[config.mk]
export PLATFORM = sky130hd
export DESIGN_NAME = way_age_counters
export DESIGN_NICKNAME = d
export VERILOG_FILES = /design/src/verilog/way_age_counters.sv
export SDC_FILE = /design/constraint.sdc
export NUM_CORES = 1
export LEC_CHECK = 0
export BUFFER_PORTS_ARGS = -buffer_cell sky130_fd_sc_hd__buf_2
export CORE_ASPECT_RATIO = 0.5
export CORE_MARGIN = 1.5
export CORE_UTILIZATION = 49
export CTS_CLUSTER_DIAMETER = 80
export CTS_CLUSTER_SIZE = 25
export DETAILED_ROUTE_END_ITERATION = 12
export GPL_TIMING_DRIVEN = 0
export PLACE_DENSITY = 0.67
export RECOVER_POWER = 100
export SYNTH_ARGS = -nofsm -noshare
export SYNTH_HDL_FRONTEND = slang
export SYNTH_SLANG_ARGS = --single-unit
[constraint.sdc]
create_clock -name clk -period 3 [get_ports clk]
set_input_delay 0 -clock clk [delete_from_list [all_inputs] [get_ports clk]]
set_output_delay 0 -clock clk [all_outputs]
set_load 0.05 [all_outputs]
[src/verilog/way_age_counters.sv]
// ages read combinationally at look_index_i; a use clears the used way and ages every other counter
`timescale 1ns/1ps

module way_age_counters #(
    parameter int INDEX_W = 6,
    parameter int AGE_W   = 3
) (
    input  logic               clk,
    input  logic               arst_n_i,
    input  logic               use_pulse_i,
    input  logic [INDEX_W-1:0] use_index_i,
    input  logic               use_way_i,
    input  logic [INDEX_W-1:0] look_index_i,
    output logic [AGE_W-1:0]   age0_o,
    output logic [AGE_W-1:0]   age1_o
);

    localparam int SETS = 1 << INDEX_W;

    logic [AGE_W-1:0] age0_q [SETS];
    logic [AGE_W-1:0] age1_q [SETS];

    always_ff @(posedge clk or negedge arst_n_i) begin
        if (!arst_n_i) begin
            for (int s = 0; s < SETS; s++) begin
                age0_q[s] <= '0;
                age1_q[s] <= '0;
            end
        end else if (use_pulse_i) begin
            for (int s = 0; s < SETS; s++) begin
                // saturate at all ones
                if (age0_q[s] != '1) begin
                    age0_q[s] <= age0_q[s] + 1'b1;
                end
                if (age1_q[s] != '1) begin
                    age1_q[s] <= age1_q[s] + 1'b1;
                end
            end
            // clear wins over the increment above
            if (use_way_i) begin
                age1_q[use_index_i] <= '0;
            end else begin
                age0_q[use_index_i] <= '0;
            end
        end
    end

    assign age0_o = age0_q[look_index_i];
    assign age1_o = age1_q[look_index_i];

endmodule

==> flow_metrics.env <==
export IMPL_ys_warn_count=0
export IMPL_clock_sinks=384
export IMPL_synth_area_leader_cell="dfrtp_1"
export IMPL_die_width_um=295
export IMPL_path_cells="buf_2 -> buf_4 -> buf_2 -> clkbuf_4 -> clkbuf_1 -> nand3_1 -> o21ai_0 -> a21oi_2 -> a41oi_1 -> clkbuf_2"
export IMPL_layout_common_cells="a21oi_1 (514), dfrtp_1 (384), mux2i_1 (153)"
export IMPL_rsz0062_at_grt="no"
export IMPL_ys_types=37
export IMPL_dr_pass1_iters=6
export IMPL_cp_max_fo=10
export IMPL_ios=22
export IMPL_worstHoldStart="use_index_i[4]"
export IMPL_p_leak_uw=0.00868
export IMPL_cts_tree="done"
export IMPL_rows=53
export IMPL_layout_commonest_cell="a21oi_1"
export IMPL_tns_ps=0
export IMPL_synth_fp_nets=1927
export IMPL_postSynthCellCount=1783
export IMPL_wire_per_inst_um=26.2
export IMPL_min_period_ps=2960
export IMPL_fin_crit_sh_pct=98.6
export IMPL_p_total_uw=20400
export IMPL_path_class="input port to primary output"
export IMPL_ir_drop_uv=362
export IMPL_grt_pass1_vias=15400
export IMPL_worst_hold_path_type="input port to flip-flop"
export IMPL_die_area_um2=43800
export IMPL_ant_nets=0
export IMPL_drive_gt1_share_pct=9.07
export IMPL_maxSlewViolCount=35
export IMPL_initial_core_util_pct=49.7
export IMPL_num_vias=15700
export IMPL_worst_pin_slew_ps=1960
export IMPL_violations="max-capacitance violations, max-slew violations"
export IMPL_startpoint="look_index_i[1]"
export IMPL_gp_congestion=0.953
export IMPL_synth_area_leaders="dfrtp_1 (46%), a21oi_1 (12%), mux4_2 (10%), ha_1 (7.7%), mux2i_1 (7.4%)"
export IMPL_maxSlewHeadroom_pct=-30.6
export IMPL_clk_insertion_delay_late_ps=550
export IMPL_antenna_cells=0
export IMPL_setup_viol=0
export IMPL_worstSetupEndpointType="primary output"
export IMPL_critPathLaunchType="input port"
export IMPL_coreArea_um2=41900
export IMPL_drt_initial_drc_count=1569
export IMPL_hpwl_um=44400
export IMPL_fill_cells=3686
export IMPL_netlist_area_um2=20800
export IMPL_status="finished, violations left"
export IMPL_yosysTopAreaCellShare_pct=46.2
export IMPL_grt_util_all_layers_pct=29.3
export IMPL_cts_buffers=19
export IMPL_viasPerCell=6.53
export IMPL_r2r_start="age0_q[90]$_DFFE_PN0P_"
export IMPL_area_delta_synth_final_pct=7.01
export IMPL_cts_buffer_depth=3
export IMPL_yosysSeqAreaShare_pct=46.2
export IMPL_grt_pass1_wl_um=95900
export IMPL_hold_viol=0
export IMPL_fmax_mhz=338
export IMPL_crit_slowest_cell="buf_2"
export IMPL_cts_clk_slew_worst_paths_ps=110
export IMPL_grt_overflow=0
export IMPL_slowest_delay_ps=460
export IMPL_finalNetCount=1974
export IMPL_fin_cells=2407
export IMPL_die_y_um=149
export IMPL_antenna_found_initial=1
export IMPL_port_buffers=17
export IMPL_worstPathRequired_ps=3000
export IMPL_grt_start_max_net_pins=116
export IMPL_synth_seq_cells=384
export IMPL_drcViolationCount=0
export IMPL_finClkSkew_ps=21.0
export IMPL_power_density_nw_per_um2=916
export IMPL_cts_root_buf="clkbuf_16"
export IMPL_dp_cells=2381
export IMPL_maxCapViolCount=1
export IMPL_wirelength_um=63100
export IMPL_cp_num_buf_inv=6
export IMPL_crit_family="buffers and inverters"
export IMPL_synth_avg_cell_area_um2=11.7
export IMPL_cp_arrival_ps=2960
export IMPL_worst_path_most_repeated_cell="buf_2"
export IMPL_htree_levels=1
## metal layers
| metal | GRT usage (%) | vias up | wire, um |
|---|---|---|---|
| li1 | - | 6733 | - |
| met1 | 42.6 | 8225 | 27500 |
| met2 | 44.9 | 639 | 28200 |
| met3 | 6.29 | 112 | 5630 |
| met4 | 7.27 | 4 | 1720 |
| met5 | 0 | - | 38 |
## registers in the layout, indices dropped and copies added (netlist names)
register / cells
age1_q: 192
age0_q: 192
## path summary, 6_finish.rpt
kind | end | slack (ps) | depth (start not counted)
min in group asynchronous | age1_q[65]$_DFFE_PN0P_ | 420 | 3
hold / removal | age1_q[169]$_DFFE_PN0P_ | 20 | 3
setup reg to reg | age0_q[91]$_DFFE_PN0P_ | 1470 | 4
setup / recovery | age1_o[1] | 40 | 10
max in group asynchronous | age0_q[126]$_DFFE_PN0P_ | 390 | 6
hold reg to reg | age1_q[5]$_DFFE_PN0P_ | 560 | 2
## metrics by stage
stage                     util [%]  hold slack, ps  setup slack [ps]  cell area [um^2]
after CTS                     53.3            1.58              44.8             22300
final                         53.2            17.4              43.3             22300
after global placement        51.6             522             -5890             21600
after floorplan                  -            -296               881             20800
after detailed placement      51.9           -36.0              50.4             21700
after global routing          53.2            31.8              19.1             22300
## cells by family after synthesis
group                      Yosys count  synth area share (%)
AOI/OAI and AO/OA                  698                  18.9
DFF                                384                  46.2
muxes                              248                  17.6
buffers and inverters              138                  2.88
xor gates and xnor gates           128                  5.38
adders and majority gates          128                  7.69
and+or+nand+nor                     59                  1.43
## synthesized netlist by cell type
| master | instances |
|---|---|
| o22ai_1 | 4 |
| nor2b_1 | 4 |
| nor3b_1 | 3 |
| dfrtp_1 | 384 |
| clkbuf_1 | 106 |
| and3_1 | 1 |
| o21ai_0 | 15 |
| buf_4 | 7 |
| nor2_1 | 18 |
| nand3_1 | 7 |
| xnor2_1 | 128 |
| mux4_2 | 94 |
| o2bb2ai_1 | 1 |
| a31oi_1 | 4 |
| a21boi_0 | 128 |
| nand2b_1 | 4 |
| a21o_1 | 1 |
| and2_1 | 2 |
| or3b_2 | 1 |
| nor3_1 | 5 |
| buf_6 | 5 |
| mux2i_1 | 153 |
| o221ai_1 | 6 |
| a41oi_1 | 4 |
| mux2_2 | 1 |
| or2_2 | 1 |
| buf_1 | 5 |
| a21oi_1 | 516 |
| a221oi_1 | 8 |
| a311oi_1 | 3 |
| buf_2 | 15 |
| and3b_1 | 1 |
| nand2_1 | 9 |
| or3_1 | 1 |
| ha_1 | 128 |
| a22oi_1 | 8 |
| nand3b_1 | 2 |
## layout make-up
| type | instances | area [um^2] | share of cell area [%] |
|---|---|---|---|
| clock buffer | 19 | 475 | 2.13 |
| buffer | 138 | 604 | 2.71 |
| timing repair buffer | 26 | 204 | 0.915 |
| sequential | 384 | 9610 | 43.1 |
| clock inverter | 2 | 46.3 | 0.208 |
| tap | 577 | 722 | 3.24 |
| multi-input combinational | 1261 | 10600 | 47.7 |
## power by group
part	switching, uW	total, uW	internal [uW]
sequential	1950	9210	7270
clock	1740	2980	1240
combinational	3960	8210	4260
total	7640	20400	12800
## worst min-delay path, delay by kind of cell
| family | cells | cell delay (ps) |
|---|---|---|
| compound gates | 1 | 170 |
| simple gates | 1 | 170 |
| buf+inv | 1 | 190 |
## what timing repair did
item | in CTS | in global routing
gates resized for setup | 0 | 4
hold endpoints to repair | 139 | 0
endpoints found under the setup margin | 0 | 2
hold buffers | 5 | 0
buffers inserted | 0 | 0
Note: power is estimated with default switching activity, not from simulation.
