`config.mk`:
```
export PLATFORM = sky130hd
export DESIGN_NAME = icache_ctrl_fsm
export DESIGN_NICKNAME = d
export VERILOG_FILES = /design/src/verilog/icache_pkg.sv /design/src/verilog/icache_ctrl_fsm.sv
export SDC_FILE = /design/constraint.sdc
export NUM_CORES = 1
export LEC_CHECK = 0
export ABC_AREA = 1
export BUFFER_PORTS_ARGS = -buffer_cell sky130_fd_sc_hd__buf_4
export CAP_MARGIN = 10
export CORE_AREA = 4 4 174 176
export DETAILED_ROUTE_END_ITERATION = 12
export DIE_AREA = 0 0 178 180
export PLACE_DENSITY = 0.4
export REMOVE_ABC_BUFFERS = 1
export SYNTH_ARGS = -nofsm -noshare
export SYNTH_HDL_FRONTEND = slang
export SYNTH_SLANG_ARGS = --single-unit
```
`constraint.sdc`:
```
create_clock -name clk -period 4.05 [get_ports clk]
set_input_delay 0.405 -clock clk [delete_from_list [all_inputs] [get_ports clk]]
set_output_delay 0.405 -clock clk [all_outputs]
set_load 0.01 [all_outputs]
```
`src/verilog/icache_pkg.sv`:
```
// shared widths and controller states; a line is one 64-bit word holding exactly two instructions
package icache_pkg;

    // fetch and memory address width
    localparam int ADDR_W = 32;

    // one instruction
    localparam int INST_W = 32;

    // one cache line, equal to one memory word
    localparam int LINE_W = 64;

    // lowest set index bit; bit 2 picks the instruction half
    localparam int OFFSET_LSB = 3;

    // controller states
    // IDLE     waits for a fetch or a fence
    // LOOKUP   arrays are read at the request index
    // COMPARE  tag match, hit pulse or victim choice
    // REFILL   memory read outstanding, fill on mem_valid_i
    // FENCE    sweep of all sets clearing valid bits
    typedef enum logic [2:0] {
        IDLE,
        LOOKUP,
        COMPARE,
        REFILL,
        FENCE
    } ctrl_state_t;

endpackage

```
`src/verilog/icache_ctrl_fsm.sv`:
```
// requester must hold fetch_req_i/fetch_addr_i until inst_valid_o; no accept in the cycle after it
`timescale 1ns/1ps

module icache_ctrl_fsm
    import icache_pkg::*;
#(
    parameter int INDEX_W = 6,
    parameter int AGE_W   = 3
) (
    input  logic                                  clk,
    input  logic                                  arst_n_i,
    input  logic                                  fetch_req_i,
    input  logic [ADDR_W-1:0]                     fetch_addr_i,
    input  logic                                  fence_i,
    input  logic [LINE_W-1:0]                     mem_data_i,
    input  logic                                  mem_valid_i,
    input  logic [ADDR_W-OFFSET_LSB-INDEX_W-1:0]  tag0_i,
    input  logic                                  valid0_i,
    input  logic [ADDR_W-OFFSET_LSB-INDEX_W-1:0]  tag1_i,
    input  logic                                  valid1_i,
    input  logic [LINE_W-1:0]                     line0_i,
    input  logic [LINE_W-1:0]                     line1_i,
    input  logic [AGE_W-1:0]                      age0_i,
    input  logic [AGE_W-1:0]                      age1_i,
    output logic [INST_W-1:0]                     inst_o,
    output logic                                  inst_valid_o,
    output logic                                  mem_rd_en_o,
    output logic [ADDR_W-1:0]                     mem_addr_o,
    output logic [INDEX_W-1:0]                    rd_index_o,
    output logic [1:0]                            tag_wr_en_o,
    output logic [ADDR_W-OFFSET_LSB-INDEX_W-1:0]  tag_wr_tag_o,
    output logic                                  tag_wr_valid_o,
    output logic [1:0]                            line_wr_en_o,
    output logic [LINE_W-1:0]                     line_wr_data_o,
    output logic                                  use_pulse_o,
    output logic [INDEX_W-1:0]                    use_index_o,
    output logic                                  use_way_o
);

    localparam int TAG_W = ADDR_W - OFFSET_LSB - INDEX_W;

    ctrl_state_t state_q;
    ctrl_state_t state_d;

    // msb set once every set has been swept
    logic [INDEX_W:0]     fence_cnt_q;
    logic                 sweeping;
    logic                 valid_q;
    logic                 victim_q;
    logic                 victim;
    logic                 mem_rd_q;
    logic [INDEX_W-1:0]   req_index;
    logic [TAG_W-1:0]     req_tag;
    logic                 hit0;
    logic                 hit1;
    logic                 hit;
    logic [LINE_W-1:0]    hit_line;

    assign req_index = fetch_addr_i[OFFSET_LSB +: INDEX_W];
    assign req_tag   = fetch_addr_i[ADDR_W-1 -: TAG_W];
    assign sweeping  = (state_q == FENCE) && !fence_cnt_q[INDEX_W];

    assign hit0 = valid0_i && (tag0_i == req_tag);
    assign hit1 = valid1_i && (tag1_i == req_tag);
    assign hit  = hit0 || hit1;

    // invalid way first, way 0 preferred; then the older way, way 0 on a tie
    always_comb begin
        if (!valid0_i) begin
            victim = 1'b0;
        end else if (!valid1_i) begin
            victim = 1'b1;
        end else begin
            victim = (age1_i > age0_i);
        end
    end

    always_comb begin
        state_d = state_q;
        case (state_q)
            IDLE: begin
                if (fence_i) begin
                    state_d = FENCE;
                end else if (fetch_req_i && !valid_q) begin
                    state_d = LOOKUP;
                end
            end
            LOOKUP:  state_d = COMPARE;
            COMPARE: state_d = hit ? IDLE : REFILL;
            REFILL: begin
                if (mem_valid_i) begin
                    state_d = LOOKUP;
                end
            end
            FENCE: begin
                if (fence_cnt_q[INDEX_W] && !fence_i) begin
                    state_d = IDLE;
                end
            end
            default: state_d = IDLE;
        endcase
    end

    always_ff @(posedge clk or negedge arst_n_i) begin
        if (!arst_n_i) begin
            state_q     <= IDLE;
            fence_cnt_q <= '0;
            valid_q     <= 1'b0;
            victim_q    <= 1'b0;
            mem_rd_q    <= 1'b0;
        end else begin
            state_q <= state_d;
            valid_q <= inst_valid_o;
            if (sweeping) begin
                fence_cnt_q <= fence_cnt_q + 1'b1;
            end else if (state_q != FENCE) begin
                fence_cnt_q <= '0;
            end
            // victim held for the whole refill
            if (state_q == COMPARE && !hit) begin
                victim_q <= victim;
                mem_rd_q <= 1'b1;
            end else if (state_q == REFILL && mem_valid_i) begin
                mem_rd_q <= 1'b0;
            end
        end
    end

    assign hit_line     = hit1 ? line1_i : line0_i;
    assign inst_o       = fetch_addr_i[OFFSET_LSB-1] ? hit_line[2*INST_W-1:INST_W]
                                                     : hit_line[INST_W-1:0];
    assign inst_valid_o = (state_q == COMPARE) && hit;

    assign mem_rd_en_o = mem_rd_q;
    assign mem_addr_o  = {fetch_addr_i[ADDR_W-1:OFFSET_LSB], {OFFSET_LSB{1'b0}}};

    // sweep index replaces the request index during a fence
    assign rd_index_o = (state_q == FENCE) ? fence_cnt_q[INDEX_W-1:0] : req_index;

    always_comb begin
        tag_wr_en_o  = 2'b00;
        line_wr_en_o = 2'b00;
        if (sweeping) begin
            tag_wr_en_o = 2'b11;
        end else if (state_q == REFILL && mem_valid_i) begin
            tag_wr_en_o[victim_q]  = 1'b1;
            line_wr_en_o[victim_q] = 1'b1;
        end
    end

    assign tag_wr_tag_o   = (state_q == FENCE) ? '0 : req_tag;
    assign tag_wr_valid_o = (state_q != FENCE);
    assign line_wr_data_o = mem_data_i;

    // age update on every completed fetch
    assign use_pulse_o = inst_valid_o;
    assign use_index_o = req_index;
    assign use_way_o   = hit1 && !hit0;

    a_valid_pulse: assert property (@(posedge clk) disable iff (!arst_n_i)
        inst_valid_o |=> !inst_valid_o);

    a_single_way_write: assert property (@(posedge clk) disable iff (!arst_n_i)
        (state_q != FENCE) |-> (tag_wr_en_o != 2'b11));

    a_mem_rd_in_refill: assert property (@(posedge clk) disable iff (!arst_n_i)
        mem_rd_en_o |-> (state_q == REFILL));

endmodule

```
==> flow_metrics.py, run 1 <==
metrics = {
    "run_status": {
        "status": "completed",
    },
    "detailed_routing": {
        "routed_wl_um": 26900,
        "dr_total_vias": 5607,
        "drt_iter0_markers": 255,
        "ant_nets": 0,
        "drc": 0,
        "viasPerCell": 3.79,
        "wl_per_cell_um": 18.2,
        "drt_first_pass_iters": 4,
    },
    "global_route": {
        "grt_max_degree": 65,
        "grt_pass1_wl_um": 37600,
        "grt-ovfl-total": 0,
        "antenna_found_initial": 0,
        "grt_pass1_vias": 5496,
        "grt.total_usage_pct": 15.8,
    },
    "timing": {
        "report.final.setup_viol": 0,
        "slew_violations": 0,
        "fmax_mhz": 335,
        "post-route-period-util_pct": 73.8,
        "tightest_slew_ns": 0.735,
        "rsz0062_at_grt": "false",
        "skew_ns": 0.00428,
        "min_period_ns": 2.99,
        "final.setup.tns_ns": 0,
        "holdWs_ns": 0.00435,
        "maxSlewHeadroom_pct": 51.0,
        "timing.final.hold_violations": 0,
    },
    "floorplanning": {
        "ioPinCount": 455,
        "num_rows": 62,
        "fp.dieArea_mm2": 0.0320,
        "die_w_um": 178,
        "initial_core_util_pct": 15.1,
        "die_h_um": 180,
        "core_mm2": 0.0286,
    },
    "clock_tree": {
        "postCtsSetupBuffers": 0,
        "clk_pin_slew_ns": 0.05,
        "hold_buffers": 0,
        "htreeDepth": 1,
        "cts_root_buf": "clkbuf_16",
        "cts_tree": "built",
        "cts_buffer_depth": 2,
        "clkLatencyLatePin_ns": 0.24,
        "cts_resized": 0,
        "cts_made_buffers": 3,
        "cts_sinks": 13,
    },
    "critical_path": {
        "crit_type": "in2out",
        "rrSetupSlack_ns": 2.13,
        "end_kind": "output port",
        "critPathMaxFanout": 55,
        "required_ns": 3.64,
        "cp-start-kind": "input port",
        "critPathArrivalTime_ns": 2.58,
    },
    "worst_hold_path": {
        "hold_path.class": "in2async",
    },
    "synthesis": {
        "yosysUniqueCellTypes": 26,
        "yosysSeqAreaShare_pct": 7.55,
        "syn_inst": 896,
        "yosys_warnings": 0,
        "mappedNetlistArea_mm2": 0.00431,
        "avgSynthCellArea_um2": 4.81,
        "ys_ff_latch": 13,
    },
    "final_layout": {
        "multi_input_area_mm2": 0.00242,
        "fin_nets": 1385,
        "seqCellArea_um2": 325,
        "drive_gt1_share_pct": 31.4,
        "area_growth_pct": 49.6,
        "fill_cells": 3389,
        "diodes": 0,
    },
    "job": {
        "cap_violations": 0,
    },
    "power": {
        "leakagePower_nw": 4.12,
        "power.density_mw_per_mm2": 212,
        "ir_worst_vdd_uv": 149,
    },
    "place": {
        "hpwl_um": 23100,
        "gp_congestion": 0.824,
        "portBuffers": 321,
    },
}
## per-layer routing
layer | up-vias | track usage [%] | part of all wire, %
li1 | 2935 | - | -
met1 | 2344 | 22.1 | 46
met2 | 306 | 21.0 | 38
met3 | 16 | 9.29 | 14
met4 | 6 | 1.49 | 0.73
met5 | - | 6.17 | 0.83
## state kept, by name (all words and copies together), names as in the netlist
register     cells
state_q          3
victim_q         1
valid_q          1
fence_cnt_q      7
mem_rd_en_o      1
## synth_stat cells
cell      instances  area share (%)
inv_1           169              15
nor2_1          140              12
clkinv_1          1           0.087
inv_2            11            0.96
o31ai_1           1            0.17
nand2_1         310              27
o21bai_1          1            0.17
o22ai_1           2            0.29
nor3_1            4            0.46
clkbuf_1         15             1.3
nand3_1          41             4.8
ha_1              4             1.2
dfrtp_1          13             7.5
o21a_1            1            0.17
a31oi_1           1            0.15
o21ai_0          21             2.4
a21boi_0          1            0.17
nor2_4            3            0.78
buf_2            12             1.4
xor2_1            1            0.20
o21ai_1           1            0.12
nand3_2           1            0.23
conb_1            1           0.087
buf_4           105              18
a21oi_1           3            0.35
nand4_1          33             4.8
## placed cells by master, fill, tap and decap left out, drive strengths merged, types with 2 or more instances in the layout
cell type  count
nand2        310
a21oi          3
ha             4
nor3           4
nand3         42
o22ai          2
o21ai         22
dfrtp         13
inv          180
conb           3
clkbuf         4
nand4         33
buf          327
nor2         143
## cell families (layout without fill, tap and decap cells)
kind of cell               after synthesis  after routing  synth area share, %
and+or+nand+nor                        532            532                 50.2
other                                    1              3               0.0870
xor gates and xnor gates                 1              1                0.203
AOI/OAI and AO/OA                       32             32                 4.03
adders and majority gates                4              4                 1.16
DFF                                     13             13                 7.55
buffers and inverters                  313            512                 36.7
## final timing paths
| check | from | end | cells past startpoint |
|---|---|---|---|
| setup / recovery | fetch_addr_i[13] | inst_o[2] | 14 |
| hold / removal | arst_n_i | fence_cnt_q[5] | 1 |
| setup reg to reg | state_q[0] | fence_cnt_q[6] | 5 |
| hold reg to reg | mem_rd_en_o | mem_rd_en_o | 2 |
| max in group asynchronous | arst_n_i | state_q[2] | 1 |
| min in group clk | fence_i | state_q[2] | 3 |
## critical path, cell delays in order
cell     delay [ns]
buf_4          0.12
inv_1          0.06
nand2_1        0.06
nand2_1        0.16
nor2_1         0.15
nand2_1        0.10
nor2_4         0.13
nand3_4        0.49
buf_12         0.40
nor2_1         0.10
nor2_1         0.05
nand2_1        0.09
nand2_1        0.08
buf_4          0.15
## cell type report
type | instances | share of cell area [%]
inverters | 181 | 10.5
well taps | 384 | 7.45
repair buffers | 327 | 38.3
clock buffers | 4 | 1.22
multi-input cells | 572 | 37.5
flip-flops and latches | 13 | 5.05
## power by group
part / switching, mW / total, mW / internal [mW]
Sequential: 0.0243 / 0.184 / 0.160
Clock: 0.0557 / 0.189 / 0.133
Combinational: 0.540 / 0.997 / 0.457
Total: 0.620 / 1.37 / 0.750
## stage by stage
step	worst slack [ns]	util, %	instances	area [µm²]	total power [mW]
6_report	1.06	22.5	1481	6450	1.37
2_1_floorplan	0.919	-	766	3410	0.585
3_5_place_dp	1.02	22.2	1477	6370	1.20
4_1_cts	1.03	22.5	1481	6450	1.39
3_3_place_gp	1.03	22.2	1477	6370	1.20
5_1_grt	0.756	22.5	1481	6450	1.51
(Power assumes the default switching activity.)
==> run 2: changes to the inputs <==
Settings changed: CORE_AREA 4 4 174 176 to 4 4 173 175, DIE_AREA 0 0 178 180 to 0 0 177 179, PLACE_DENSITY 0.4 to 0.42.
Clock period 4.05 ns to 2.5 ns, I/O delays scaled along.
==> flow_metrics.py, run 2 (synthesis gave the netlist of run 1 again) <==
metrics = {
    "run_status": {
        "status": "completed",
    },
    "final_layout": {
        "area_growth_pct": 52.8,
        "regMostFlops": "fence_cnt_q",
        "post-route-cell-area_mm2": 0.00659,
        "fin_nets": 1396,
        "layout_commonest_cell": "buf_4",
        "largest_reg_flops": 7,
        "drive_gt1_share_pct": 32.1,
        "diodes": 0,
        "reg.largest.list": "fence_cnt_q: 7 flops, state_q: 3 flops",
        "fin_cells": 1492,
        "layout_common_cells": "332 x buf_4, 310 x nand2_1, 169 x inv_1",
    },
    "detailed_routing": {
        "viasPerCell": 3.78,
        "wl_per_cell_um": 18.1,
        "drt_iter0_markers": 267,
        "dr_total_vias": 5645,
        "drc": 0,
        "ant_nets": 0,
        "routed_wl_um": 27100,
        "drt_first_pass_iters": 5,
    },
    "clock_tree": {
        "cts_sinks": 13,
        "htreeDepth": 1,
        "cts_tree": "built",
        "cts_made_buffers": 3,
        "cts_buffer_depth": 2,
        "clkLatencyLatePin_ns": 0.24,
        "clk_pin_slew_ns": 0.05,
        "cts_root_buf": "clkbuf_16",
    },
    "floorplanning": {
        "die_w_um": 177,
        "num_rows": 62,
        "initial_core_util_pct": 15.1,
        "ioPinCount": 455,
        "core_mm2": 0.0285,
        "die_h_um": 179,
        "fp.dieArea_mm2": 0.0317,
    },
    "critical_path": {
        "slowest_stage": "buf_12",
        "path_buf_inv": 4,
        "crit_type": "in2out",
        "cpPeakStageDelay_ns": 0.25,
        "required_ns": 2.25,
        "r2r_cells": 6,
        "critPathArrivalTime_ns": 1.99,
        "critPathMaxFanout": 29,
        "path_depth": 14,
        "cp-start-kind": "input port",
        "crit_top_cell": "nand2_1",
        "end_kind": "output port",
        "path_cells": "buf_4, inv_1, nand2_1, nand2_1, nor2_1, nand2_1, nor2_4, nand3_4, buf_12, nor2_1, nor2_1, nand2_1, nand2_1, buf_4",
        "cpLargestDelayFamily": "simple AND/OR/NAND/NOR gates",
    },
    "worst_hold_path": {
        "hold_depth": 3,
        "hold_path.class": "in2reg",
    },
    "place": {
        "hpwl_um": 23400,
        "place_area_mm2": 0.00648,
        "portBuffers": 321,
        "post-place-ws_ns": 0.164,
        "gp_congestion": 0.818,
        "placed_cells": 1485,
    },
    "global_route": {
        "grt.total_usage_pct": 15.8,
        "grt-ovfl-total": 0,
        "grt_pass1_wl_um": 36700,
        "antenna_found_initial": 1,
        "grt_max_degree": 52,
        "grt_pass1_vias": 5346,
    },
    "timing": {
        "min_period_ns": 2.24,
        "report.final.setup_viol": 0,
        "timing.final.hold_violations": 0,
        "rsz0062_at_grt": "false",
        "fmax_mhz": 446,
        "maxSlewHeadroom_pct": 61.8,
        "setup_ws_ns": 0.259,
        "tightest_slew_ns": 0.572,
        "slew_violations": 0,
        "post-route-period-util_pct": 89.6,
        "skew_ns": 0.00168,
    },
    "power": {
        "ir_worst_vdd_uv": 222,
        "power.density_mw_per_mm2": 343,
        "leakagePower_nw": 4.18,
    },
    "job": {
        "cap_violations": 0,
    },
}
-- run 2: per-stage QoR --
stage	total power, mW	util, %	TNS, ns	hold slack (ns)
after CTS	2.29	23.1	0	0.302
after floorplan	0.947	-	-10.29	-0.0456
after detailed placement	1.97	22.8	0	0.114
after global routing	2.49	23.1	0	0.321
final	2.26	23.1	0	0.303
after global placement	1.97	22.8	0	0.113
-- run 2: layer usage --
metal | global-route usage [%] | vias up | wire [µm]
met5 | 8.17 | - | 346
met4 | 1.35 | 8 | 141
met3 | 10.3 | 14 | 3960
met2 | 20.2 | 311 | 10300
met1 | 21.9 | 2355 | 12300
li1 | - | 2957 | -
-- run 2: worst paths after layout --
kind / startpoint / endpoint / slack (ns)
worst max-delay path: fetch_addr_i[13] / inst_o[12] / 0.26
max in group asynchronous: arst_n_i / fence_cnt_q[2] / 1.93
min in group asynchronous: arst_n_i / fence_cnt_q[5] / 0.40
worst max register to register: state_q[0] / fence_cnt_q[6] / 0.87
worst min register to register: mem_rd_en_o / mem_rd_en_o / 0.48
worst min-delay path: valid0_i / victim_q / 0.30
-- run 2: power breakdown --
group,switching (mW),internal [mW]
logic,0.882,0.769
registers,0.0384,0.259
clock network,0.0947,0.216
-- run 2: area by class of cell --
type | instances | area, µm²
Inverter | 181 | 683
Timing Repair Buffer | 338 | 2600
Fill cell | 3363 | 21900
Multi-Input combinational cell | 572 | 2420
Sequential cell | 13 | 325
Clock buffer | 4 | 78.8
Tap cell | 384 | 480
-- run 2: tightest hold or removal path: cells and delay by family --
kind            cells  cell delay [ns]
compound gates      1             0.07
buf+inv             1             0.11
simple gates        1             0.06
-- run 2: repair_timing --
action,CTS,global route
hold buffers,1,0
gates resized for setup,0,1
setup buffers,0,2
endpoints found under the setup margin,0,9
endpoints found under the hold margin,13,0
